**config.mk**
```make
export PLATFORM = sky130hd
export DESIGN_NAME = matrix_scan_flat
export DESIGN_NICKNAME = d
export VERILOG_FILES = /design/src/design/led_matrix_pkg.sv /design/src/design/pixel_fetch_if.sv /design/src/design/matrix_scan.sv /design/src/flat_wrapper.sv
export VERILOG_INCLUDE_DIRS = /design/src /design/src/design
export SDC_FILE = /design/constraint.sdc
export NUM_CORES = 1
export LEC_CHECK = 0
export ABC_AREA = 1
export ABC_CLOCK_PERIOD_IN_PS = 4290
export BUFFER_PORTS_ARGS = -buffer_cell sky130_fd_sc_hd__buf_2
export CAP_MARGIN = 40
export CORE_UTILIZATION = 55
export DETAILED_ROUTE_END_ITERATION = 10
export GPL_ROUTABILITY_DRIVEN = 0
export HOLD_SLACK_MARGIN = 0.12
export PLACE_DENSITY = 0.84
export RECOVER_POWER = 50
export SYNTH_ARGS = -nofsm -noshare
export SYNTH_HDL_FRONTEND = slang
export SYNTH_SLANG_ARGS = --single-unit
export TNS_END_PERCENT = 20
```
**constraint.sdc**
```tcl
create_clock -name clk_in -period 4.29 [get_ports clk_in]
set_input_delay 0.2145 -clock clk_in [delete_from_list [all_inputs] [get_ports clk_in]]
set_output_delay 0.2145 -clock clk_in [all_outputs]
set_load 0.01 [all_outputs]
```
**src/design/led_matrix_config.svh**
```systemverilog
`ifndef LED_MATRIX_CONFIG_SVH
`define LED_MATRIX_CONFIG_SVH

// panel geometry
`define PANEL_WIDTH 64
`define PANEL_HEIGHT 32
`define PANEL_HALF_HEIGHT 16 // also the number of row addresses
`define BYTES_PER_PIXEL 2

// colour depth, bit planes per row pair
`define COLOR_PLANES 6

// timing, all in clk_in cycles
`define UART_CLKS_PER_BIT 8
`define PIXEL_CLK_DIV 2 // half period of clk_pixel
`define OE_BASE_CYCLES 4 // enable window of plane 0
`define FETCH_LATENCY 3 // request to valid pixels

`endif
```
**src/design/led_matrix_pkg.sv**
```systemverilog
`include "led_matrix_config.svh"

package led_matrix_pkg;

    // rgb565 as stored in the framebuffer
    typedef struct packed {
        logic [4:0] r;
        logic [5:0] g;
        logic [4:0] b;
    } rgb565_t;

    typedef logic [$clog2(`PANEL_WIDTH*`PANEL_HEIGHT*`BYTES_PER_PIXEL)-1:0] fb_addr_t; // byte
    typedef logic [$clog2(`PANEL_WIDTH*`PANEL_HEIGHT)-1:0] fb_word_addr_t; // pixel

    typedef logic [$clog2(`PANEL_WIDTH)-1:0] col_t;
    typedef logic [$clog2(`PANEL_HEIGHT)-1:0] row_t;
    typedef logic [$clog2(`PANEL_HALF_HEIGHT)-1:0] row_addr_t;

    typedef logic [`COLOR_PLANES-1:0] plane_mask_t;

    // bit 0 red, bit 1 green, bit 2 blue
    typedef logic [2:0] rgb_bits_t;

    typedef enum logic [7:0] {
        CMD_SET_BRIGHTNESS = 8'h01,
        CMD_SET_RGB_ENABLE = 8'h02,
        CMD_WRITE_PIXEL    = 8'h03
    } cmd_opcode_t;

endpackage

```
**src/design/pixel_fetch_if.sv**
```systemverilog
`timescale 1ns/1ns

// scan engine asks for one column, fetch unit answers FETCH_LATENCY cycles later
interface pixel_fetch_if;
    logic                      fetch_req;
    led_matrix_pkg::col_t      col;
    led_matrix_pkg::row_addr_t row_addr;
    led_matrix_pkg::rgb565_t   pixel_top;
    led_matrix_pkg::rgb565_t   pixel_bottom;

    modport scan (
        output fetch_req, col, row_addr,
        input  pixel_top, pixel_bottom
    );

    modport fetch (
        input  fetch_req, col, row_addr,
        output pixel_top, pixel_bottom
    );
endinterface

```
**src/design/matrix_scan.sv**
```systemverilog
`timescale 1ns/1ns
`include "led_matrix_config.svh"

module matrix_scan (
    input  logic                        clk_in,
    input  logic                        rst_n,
    pixel_fetch_if.scan                 fetch,
    input  led_matrix_pkg::rgb_bits_t   rgb_enable,
    input  led_matrix_pkg::plane_mask_t brightness_enable,
    output led_matrix_pkg::rgb_bits_t   rgb_top,
    output led_matrix_pkg::rgb_bits_t   rgb_bottom,
    output logic                        clk_pixel,
    output logic                        latch,
    output logic                        oe_n,
    output led_matrix_pkg::row_addr_t   row_addr
);
    import led_matrix_pkg::*;

    localparam int PH_W    = $clog2(`FETCH_LATENCY + `PIXEL_CLK_DIV + 1);
    localparam int PLANE_W = $clog2(`COLOR_PLANES);
    localparam int OE_W    = $clog2((`OE_BASE_CYCLES << (`COLOR_PLANES - 1)) + 1);

    typedef enum logic [2:0] {
        S_FETCH,
        S_WAIT,
        S_LOW,
        S_HIGH,
        S_LATCH,
        S_SHOW
    } scan_state_t;

    scan_state_t        state;
    logic [PH_W-1:0]    phase_cnt;
    col_t               col_cnt;
    logic [PLANE_W-1:0] plane_cnt;
    row_addr_t          row_cnt;
    logic [OE_W-1:0]    oe_cnt; // remaining enable cycles
    plane_mask_t        plane_mask;

    assign fetch.fetch_req = (state == S_FETCH);
    assign fetch.col       = col_cnt;
    assign fetch.row_addr  = row_cnt;

    assign plane_mask = (plane_mask_t'(1) << plane_cnt) & brightness_enable;

    // red and blue widened to 6 bits by repeating their msb
    function automatic rgb_bits_t plane_bits(rgb565_t px, plane_mask_t mask, rgb_bits_t en);
        plane_mask_t red6;
        plane_mask_t blue6;
        red6  = {px.r, px.r[4]};
        blue6 = {px.b, px.b[4]};
        return {|(blue6 & mask), |(px.g & mask), |(red6 & mask)} & en;
    endfunction

    always_ff @(posedge clk_in) begin
        if (!rst_n) begin
            state      <= S_FETCH;
            phase_cnt  <= '0;
            col_cnt    <= '0;
            plane_cnt  <= '0;
            row_cnt    <= '0;
            oe_cnt     <= '0;
            rgb_top    <= '0;
            rgb_bottom <= '0;
            clk_pixel  <= 1'b0;
            latch      <= 1'b0;
            oe_n       <= 1'b1;
            row_addr   <= '0;
        end else begin
            // enable window runs while the next plane shifts
            if (!oe_n) begin
                if (oe_cnt == OE_W'(1))
                    oe_n <= 1'b1;
                else
                    oe_cnt <= oe_cnt - 1'b1;
            end

            case (state)
                S_FETCH: begin
                    phase_cnt <= '0;
                    state     <= S_WAIT;
                end
                S_WAIT: begin
                    if (phase_cnt == PH_W'(`FETCH_LATENCY - 1)) begin
                        rgb_top    <= plane_bits(fetch.pixel_top, plane_mask, rgb_enable);
                        rgb_bottom <= plane_bits(fetch.pixel_bottom, plane_mask, rgb_enable);
                        phase_cnt  <= '0;
                        state      <= S_LOW;
                    end else begin
                        phase_cnt <= phase_cnt + 1'b1;
                    end
                end
                S_LOW: begin
                    if (phase_cnt == PH_W'(`PIXEL_CLK_DIV - 1)) begin
                        clk_pixel <= 1'b1; // data already settled
                        phase_cnt <= '0;
                        state     <= S_HIGH;
                    end else begin
                        phase_cnt <= phase_cnt + 1'b1;
                    end
                end
                S_HIGH: begin
                    if (phase_cnt == PH_W'(`PIXEL_CLK_DIV - 1)) begin
                        clk_pixel <= 1'b0;
                        phase_cnt <= '0;
                        if (col_cnt == col_t'(`PANEL_WIDTH - 1)) begin
                            col_cnt <= '0;
                            oe_n    <= 1'b1; // blank before latching
                            state   <= S_LATCH;
                        end else begin
                            col_cnt <= col_cnt + 1'b1;
                            state   <= S_FETCH;
                        end
                    end else begin
                        phase_cnt <= phase_cnt + 1'b1;
                    end
                end
                S_LATCH: begin
                    latch    <= 1'b1;
                    row_addr <= row_cnt;
                    state    <= S_SHOW;
                end
                default: begin
                    latch  <= 1'b0;
                    oe_n   <= 1'b0;
                    oe_cnt <= OE_W'(`OE_BASE_CYCLES) << plane_cnt; // binary weighted
                    if (plane_cnt == PLANE_W'(`COLOR_PLANES - 1)) begin
                        plane_cnt <= '0;
                        row_cnt   <= row_cnt + 1'b1; // wraps after the last pair
                    end else begin
                        plane_cnt <= plane_cnt + 1'b1;
                    end
                    state <= S_FETCH;
                end
            endcase
        end
    end
endmodule

```
**src/flat_wrapper.sv**
```systemverilog
// flat-port wrapper written by rule: the top's interface ports become plain ports
module matrix_scan_flat import led_matrix_pkg::*;
  (clk_in, rst_n, rgb_enable, brightness_enable, rgb_top, rgb_bottom, clk_pixel, latch, oe_n, row_addr, fetch_fetch_req, fetch_col, fetch_row_addr, fetch_pixel_top, fetch_pixel_bottom);
  pixel_fetch_if fetch_i ();
  input  logic clk_in;
  input  logic rst_n;
  input  led_matrix_pkg::rgb_bits_t rgb_enable;
  input  led_matrix_pkg::plane_mask_t brightness_enable;
  output led_matrix_pkg::rgb_bits_t rgb_top;
  output led_matrix_pkg::rgb_bits_t rgb_bottom;
  output logic clk_pixel;
  output logic latch;
  output logic oe_n;
  output led_matrix_pkg::row_addr_t row_addr;
  output wire logic [$bits(fetch_i.fetch_req)-1:0] fetch_fetch_req;
  output wire logic [$bits(fetch_i.col)-1:0] fetch_col;
  output wire logic [$bits(fetch_i.row_addr)-1:0] fetch_row_addr;
  input wire logic [$bits(fetch_i.pixel_top)-1:0] fetch_pixel_top;
  input wire logic [$bits(fetch_i.pixel_bottom)-1:0] fetch_pixel_bottom;
  assign fetch_fetch_req = fetch_i.fetch_req;
  assign fetch_col = fetch_i.col;
  assign fetch_row_addr = fetch_i.row_addr;
  assign fetch_i.pixel_top = fetch_pixel_top;
  assign fetch_i.pixel_bottom = fetch_pixel_bottom;
  matrix_scan u_core (.clk_in(clk_in), .rst_n(rst_n), .fetch(fetch_i), .rgb_enable(rgb_enable), .brightness_enable(brightness_enable), .rgb_top(rgb_top), .rgb_bottom(rgb_bottom), .clk_pixel(clk_pixel), .latch(latch), .oe_n(oe_n), .row_addr(row_addr));
endmodule
```
==> results of run 1 <==
metal layers:
metal,global-route usage [%],part of all wire (%),up-vias
met5,0,0,-
met4,7.18,0.73,0
met3,5.00,8.3,6
met2,44.8,45,100
met1,33.7,46,1052
li1,-,-,1255
final timing paths:
check / to / depth (start not counted) / slack, ns / start
worst max-delay path: u_core.fetch.col[5] / 7 / 2.58 / u_core.state[2]
worst min-delay path: u_core.rgb_bottom[0] / 5 / 0.26 / rgb_enable[0]
worst max register to register: u_core.fetch.col[5] / 7 / 2.58 / u_core.state[2]
worst min register to register: u_core.rgb_bottom[0] / 2 / 0.47 / u_core.rgb_bottom[0]
power breakdown:
group | total (W) | leakage [nW] | switching [W] | internal [W]
logic | 0.000166 | 0.884 | 0.000106 | 0.0000601
registers | 0.000413 | 0.323 | 0.0000228 | 0.000390
clock network | 0.000258 | 0.0445 | 0.000127 | 0.000131
worst reg2reg max path, stage by stage, from the launching register on:
cell     delay, ns
dfxtp_1       0.41
inv_1         0.24
nand3_2       0.11
nor2_1        0.30
nand2_1       0.14
nor2_1        0.15
xor2_1        0.19
nor2_1        0.06
logic make-up (layout without fill, tap and decap cells):
| kind of cell | Yosys count | after routing | synth area share [%] |
|---|---|---|---|
| AND/OR/NAND/NOR | 180 | 180 | 36.0 |
| XOR/XNOR | 6 | 6 | 2.33 |
| buffers and inverters | 52 | 119 | 9.28 |
| adder cells (fa/ha/maj) | 5 | 5 | 2.78 |
| AO/OA/AOI/OAI | 59 | 59 | 14.0 |
| flip-flops | 40 | 40 | 35.6 |
sequential cells by signal, summed over array words and instances, names as in the netlist:
name,cells
u_core.oe_n,1
u_core.rgb_top,3
u_core.phase_cnt,3
u_core.rgb_bottom,3
u_core.plane_cnt,3
u_core.fetch.col,6
u_core.latch,1
u_core.state,3
u_core.clk_pixel,1
u_core.row_addr,4
u_core.oe_cnt,8
u_core.fetch.row_addr,4
through the flow:
stage,setup WS [ns],std cells,util [%]
CTS,2.64,457,70.9
floorplan,2.89,342,-
detailed placement,2.65,449,68.5
finish,2.58,457,70.0
global route,2.40,457,70.0
global placement,2.68,449,68.5
cells in the mapped netlist:
cell type,instances
a21oi_1,32
a31oi_1,1
buf_2,2
buf_4,1
buf_6,1
clkbuf_1,3
dfxtp_1,40
ha_1,5
inv_1,39
inv_2,6
nand2_1,84
nand2_2,1
nand2_4,1
nand3_1,18
nand3_2,1
nand4_1,18
nand4_2,1
nor2_1,44
nor2_2,1
nor2_4,2
nor3_1,5
nor3_2,2
nor3b_1,1
o211ai_1,1
o21ai_0,19
o21ai_1,2
o21bai_1,1
o21bai_2,1
o2bb2ai_1,1
o41ai_1,1
or2_2,1
xnor2_1,1
xor2_1,5
cells in the final DEF (no fill, tap or decap):
master and instances:
nand2_4 1, o21ai_1 1, nor3b_1 1, nor2_4 1, a31oi_1 1, buf_2 42, nand3_2 1, nand3_1 18
nor3_1 5, ha_1 5, nor2_2 1, o211ai_1 1, a21oi_1 32, clkbuf_1 25, o41ai_1 1, dfxtp_1 40
nand4_1 18, o21bai_2 1, nor3_2 2, nand2_2 1, nand4_2 1, o21ai_0 20, inv_2 3, xor2_1 5
o2bb2ai_1 1, o21bai_1 1, clkinvlp_4 1, inv_1 42, nand2_1 84, or2_2 1, xnor2_1 1, clkbuf_8 6
nor2_1 45
cell type report:
| type | count | area (um^2) | share of cell area (%) |
|---|---|---|---|
| Multi-Input combinational cell | 250 | 1230 | 46.4 |
| Timing Repair Buffer | 66 | 300 | 11.3 |
| Tap cell | 48 | 60.1 | 2.26 |
| Clock buffer | 7 | 86.3 | 3.25 |
| Sequential cell | 40 | 801 | 30.1 |
| Inverter | 45 | 169 | 6.36 |
| Clock inverter | 1 | 7.51 | 0.282 |
==> reports/metrics.csv, run 1 <==
metric;value;unit
max_stage_delay;0.41;ns
antenna_cells;0;
coreArea;3800;um^2
setup_viol;0;
fmax;586;MHz
final-hold-violation-count;0;
root_buffer;clkbuf_8;
ant_nets;0;
fin_area;2660;um^2
firstDrtPassIters;4;
tightest_slew;0.679;ns
die_w;66.0;um
cp_max_fo;8;
h-tree-depth;2;
cts_hold_buf;0;
cts_sinks;40;
die_area;4350;um^2
viasPerCell;5.28;
clk_pin_slew;0.08;ns
totalPowerFinal;0.000837;W
drt-initial-drc-count;122;
start_util;59.3;%
ys_ff_latch;40;
grt_max_degree;22;
synth_cell_types;33;
grt_use_total;26.3;%
crit_top_cell;nor2_1;
synth_top_area_share;35.6;%
leakage;1.25;nW
worstPathRequired;4.48;ns
status;finished clean;
synthTopCellsByArea;dfxtp_1, nand2_1, nor2_1, a21oi_1, inv_1;
cp-end-kind;flop;
antenna_found_initial;0;
portBuffers;66;
yosys_warnings;0;
dp_hpwl;4020;um
routed_wl;5320;um
die_h;66.0;um
drc_errors;0;
crit_buf_inv;1;
relSlewSlack;54.7;%
ys_seq_area_share;35.6;%
rows;22;
finClkSkew;0.00566;ns
vias;2413;
fillers;349;
grt_pass1_vias;2126;
ioPinCount;67;
ir_worst_vdd;0.243;mV
drv_slew;0;
hold_class;input port to flop;
syn_inst;342;
synth_top_cell_by_area;dfxtp_1;
syn-cell-area;2250;um^2
cts-buffers-inserted;5;
nets;456;
max-cap-violations;0;
cts_resized;0;
post-route-min-period;1.71;ns
post_dp_cell_area;2600;um^2
crit_arrival;1.89;ns
clk_latency;0.29;ns
crit_slowest_cell;dfxtp_1;
syn_nets;390;
area_growth;18.1;%
grt_overflow_total;0;
syn_area_per_cell;6.58;um^2
powerDensity;315;nW/um^2
wl_per_cell;11.6;um
cts_tree;done;
tns;0;ns
rsz0062_at_grt;no;
path_cells;inv_1, nand3_2, nor2_1, nand2_1, nor2_1, xor2_1, nor2_1;
postCtsSetupRepairBufs;0;
cp-start-kind;flop;
clk_path_buf_depth;2;
path_class;flop to flop;
grt_pass1_wl;8910;um
finalCritPeriodShare;39.8;%
drive_gt1_share;15.2;%
hold_ws;0.257;ns
cpLargestDelayFamily;simple AND/OR/NAND/NOR gates;
Note: power is estimated with default switching activity, not from simulation.
==> run 2, diff against run 1 <==
--- a/config.mk
+++ b/config.mk
@@ -7,14 +7,14 @@
 export NUM_CORES = 1
 export LEC_CHECK = 0
 export ABC_AREA = 1
-export ABC_CLOCK_PERIOD_IN_PS = 4290
+export ABC_CLOCK_PERIOD_IN_PS = 1700
 export BUFFER_PORTS_ARGS = -buffer_cell sky130_fd_sc_hd__buf_2
 export CAP_MARGIN = 40
-export CORE_UTILIZATION = 55
+export CORE_UTILIZATION = 51
 export DETAILED_ROUTE_END_ITERATION = 10
 export GPL_ROUTABILITY_DRIVEN = 0
 export HOLD_SLACK_MARGIN = 0.12
-export PLACE_DENSITY = 0.84
+export PLACE_DENSITY = 0.79
 export RECOVER_POWER = 50
 export SYNTH_ARGS = -nofsm -noshare
 export SYNTH_HDL_FRONTEND = slang
==> constraint.sdc (replaced) <==
create_clock -name clk_in -period 1.7 [get_ports clk_in]
set_input_delay 0.085 -clock clk_in [delete_from_list [all_inputs] [get_ports clk_in]]
set_output_delay 0.085 -clock clk_in [all_outputs]
set_load 0.01 [all_outputs]
==> reports/metrics.csv, run 2 (synthesized netlist as in run 1, its figures left out) <==
metric;value;unit
ioPinCount;67;
max-cap-violations;0;
antenna_found_initial;0;
cts_tree;done;
drive_gt1_share;17.1;%
clk_latency;0.30;ns
cp_max_fo;8;
grt_overflow_total;0;
largest_register_ffs;8;
viasPerCell;5.15;
dp_hpwl;4280;um
layout.cells.non_filler;464;
die_area;4680;um^2
path_class;flop to flop;
clk_path_buf_depth;2;
grt_use_total;25.8;%
grt_max_degree;15;
worst_slack;0.241;ns
setup_viol;0;
cts_hold_buf;0;
vias;2388;
postCtsSetupRepairBufs;0;
coreArea;4120;um^2
wl_per_cell;11.9;um
final-hold-violation-count;0;
status;finished clean;
top_register;u_core.oe_cnt;
area_growth;21.0;%
fillers;406;
min_path_cells;5;
cts-buffers-inserted;5;
firstDrtPassIters;4;
mostFrequentLayoutCell;nand2_1;
die_w;68.4;um
fmax;685;MHz
nets;461;
crit_arrival;1.68;ns
tightest_slew;0.484;ns
ir_worst_vdd;0.537;mV
r2r_cells;8;
min_from;rgb_enable[0];
tns;0;ns
h-tree-depth;2;
powerDensity;827;nW/um^2
cp-end-kind;flop;
grt_pass1_wl;8990;um
antenna_cells;0;
r2r_start;u_core.state[2];
clk_pin_slew;0.08;ns
hold_ws;0.124;ns
rows;23;
leakage;1.28;nW
cts_resized;0;
finClkSkew;0.00502;ns
r2r-end;u_core.fetch.col[3];
dp_cells;456;
worstPathRequired;1.93;ns
drc_errors;0;
rsz0062_at_grt;no;
start_util;54.7;%
routed_wl;5530;um
cts_sinks;40;
pre_cts_ws;0.258;ns
rrSetupSlack;0.24;ns
finalCritPeriodShare;85.8;%
holdPathEnd;u_core.rgb_top[0];
relSlewSlack;67.6;%
multi_input_area;1240;um^2
die_h;68.4;um
post-route-min-period;1.46;ns
drv_slew;0;
mostFrequentLayoutCells;nand2_1, nor2_1, buf_2;
hold_class;input port to flop;
cp-start-kind;flop;
root_buffer;clkbuf_8;
grt_pass1_vias;2136;
ant_nets;0;
seqCellArea;801;um^2
portBuffers;66;
final_core_util;66.2;%
drt-initial-drc-count;89;
-- run 2: worst max path at each step --
| stage | from | end |
|---|---|---|
| floorplan | u_core.plane_cnt[1] | u_core.rgb_top[0] |
| global placement | u_core.oe_cnt[3] | u_core.oe_cnt[4] |
| detailed placement | u_core.state[2] | u_core.fetch.col[3] |
| CTS | u_core.state[2] | u_core.fetch.col[3] |
| global route | u_core.state[1] | u_core.fetch.row_addr[2] |
| finish | u_core.state[2] | u_core.fetch.col[3] |
-- run 2: area by class of cell --
type,count,area share (%)
clock buffers,5,2.53
clock inverters,3,1.56
inverters,45,6.20
multi-input cells,250,45.6
flip-flops and latches,40,29.4
well taps,50,2.30
repair buffers,71,12.4
-- run 2: per-stage QoR --
stage	area, um^2	power [W]
after floorplan	2250	0.00135
after global placement	2640	0.00150
after detailed placement	2640	0.00150
after CTS	2750	0.00227
after global routing	2720	0.00238
final	2720	0.00225
-- run 2: per-layer routing --
layer | vias to the layer above | track usage (%) | share of wire (%)
met5 | - | 0 | 0
met2 | 88 | 43.1 | 44
li1 | 1257 | - | -
met4 | 0 | 12.0 | 2.4
met3 | 14 | 5.50 | 7.3
met1 | 1029 | 31.2 | 46
-- run 2: power by group --
part / leakage [nW] / internal [W] / switching (W)
Sequential: 0.323 / 0.000983 / 0.0000566
Combinational: 0.907 / 0.000156 / 0.000274
Clock: 0.0541 / 0.000434 / 0.000346
-- run 2: worst max-delay path: stages (launching register included) --
cell	delay (ns)
dfxtp_1	0.54
inv_2	0.14
nand3_2	0.12
inv_1	0.06
nand3_1	0.07
nand2_1	0.06
inv_1	0.15
o21ai_0	0.11
a21oi_1	0.13
==> run 3, diff against run 2 <==
--- a/config.mk
+++ b/config.mk
@@ -10,6 +10,7 @@
 export ABC_CLOCK_PERIOD_IN_PS = 1700
 export BUFFER_PORTS_ARGS = -buffer_cell sky130_fd_sc_hd__buf_2
 export CAP_MARGIN = 40
+export CORE_ASPECT_RATIO = 0.9
 export CORE_UTILIZATION = 51
 export DETAILED_ROUTE_END_ITERATION = 10
 export GPL_ROUTABILITY_DRIVEN = 0
==> reports/metrics.csv, run 3 (synthesized netlist as in run 1, its figures left out) <==
metric;value;unit
die_area;4680;um^2
rows;22;
vias;2428;
min_from;rgb_enable[1];
cts_tree;done;
root_buffer;clkbuf_8;
mostFrequentLayoutCells;nand2_1, nor2_1, buf_2;
clk_latency;0.30;ns
switchingPower;0.000704;W
h-tree-depth;2;
cp-start-kind;flop;
postCtsSetupRepairBufs;0;
wl_per_cell;11.8;um
ioPinCount;67;
nets;461;
ir_worst_vdd;0.595;mV
die_w;72.0;um
fmax;650;MHz
clk_path_buf_depth;2;
r2r_start;u_core.state[2];
final-hold-violation-count;0;
start_util;54.2;%
portBuffers;66;
drc_errors;0;
grt_pass1_vias;2198;
tightest_slew;0.444;ns
rrSetupSlack;0.16;ns
die_h;65.0;um
pwr-share-comb;17.5;%
cp-end-kind;flop;
finalCritPeriodShare;90.5;%
cts_sinks;40;
cts-buffers-inserted;5;
rsz0062_at_grt;no;
largest_register_ffs;8;
leakage;1.31;nW
setup_viol;0;
crit_arrival;1.78;ns
post-route-min-period;1.54;ns
r2r-end;u_core.phase_cnt[1];
dp_hpwl;4250;um
routed_wl;5620;um
mostFrequentLayoutCell;nand2_1;
grt_use_total;25.7;%
grt_max_degree;15;
grt_overflow_total;0;
holdPathEnd;u_core.rgb_bottom[1];
r2r_cells;6;
ant_nets;0;
cts_resized;0;
area_growth;23.6;%
drt-initial-drc-count;129;
firstDrtPassIters;4;
final_core_util;66.9;%
antenna_found_initial;0;
powerDensity;926;nW/um^2
pwr-share-clk;42.1;%
cts_hold_buf;0;
path_class;flop to flop;
antenna_cells;0;
hold_class;input port to flop;
tns;0;ns
min_path_cells;5;
grt_pass1_wl;9380;um
drive_gt1_share;16.9;%
finClkSkew;0.0116;ns
drv_slew;0;
clk_pin_slew;0.08;ns
fillers;380;
top_register;u_core.oe_cnt;
relSlewSlack;70.1;%
coreArea;4160;um^2
worstPathRequired;1.94;ns
max-cap-violations;0;
p_int;0.00187;W
pwr-share-seq;40.4;%
viasPerCell;5.12;
status;finished clean;
switching_share;27.3;%
cp_max_fo;8;
[run 3: through the flow]
step           hold WS (ns)  area [um^2]  setup slack (ns)  total power [W]  std cells
2_1_floorplan         0.223         2250             0.296          0.00135        342
3_3_place_gp          0.433         2650             0.289          0.00150        466
3_5_place_dp          0.441         2650             0.266          0.00151        466
4_1_cts               0.127         2810             0.252          0.00259        474
5_1_grt               0.150         2780            0.0151          0.00269        474
6_report              0.126         2780             0.161          0.00258        474
[run 3: cell type report]
class	instances	area, um^2	area share [%]
multi-input cells	250	1240	44.6
flip-flops and latches	40	801	28.8
repair buffers	71	338	12.1
inverters	45	169	6.07
clock inverters	3	90.1	3.24
well taps	60	75.1	2.70
clock buffers	5	68.8	2.47
[run 3: power groups by stage]
stage          Combinational, W  Clock (W)  Sequential (W)
3_3_place_gp           0.000439          0         0.00106
2_1_floorplan          0.000296          0         0.00106
3_5_place_dp           0.000447          0         0.00106
4_1_cts                0.000458    0.00109         0.00104
5_1_grt                0.000505    0.00113         0.00105
6_report               0.000451    0.00109         0.00104
[run 3: worst max path at each step]
stage | from | to | slack (ns) | cells after the start
after CTS | u_core.state[2] | u_core.fetch.col[3] | 0.25 | 8
final | u_core.state[2] | u_core.phase_cnt[1] | 0.16 | 6
after floorplan | u_core.plane_cnt[1] | u_core.rgb_top[0] | 0.30 | 12
after global placement | u_core.oe_cnt[3] | u_core.oe_cnt[4] | 0.29 | 6
after detailed placement | u_core.oe_cnt[3] | u_core.oe_cnt[7] | 0.27 | 6
after global routing | u_core.plane_cnt[1] | u_core.rgb_bottom[0] | 0.02 | 11
[run 3: per-layer routing]
metal	wire [um]	GRT usage [%]
met1	2610	31.3
met2	2510	44.5
met3	394	6.22
met4	98	8.09
met5	0	0
[run 3: worst max-delay path: stages (launching register included)]
cell and delay, ns:
dfxtp_1 0.40, inv_1 0.24, nand2_1 0.14, o21ai_0 0.41
o2bb2ai_1 0.17, nand2_1 0.07, inv_1 0.05
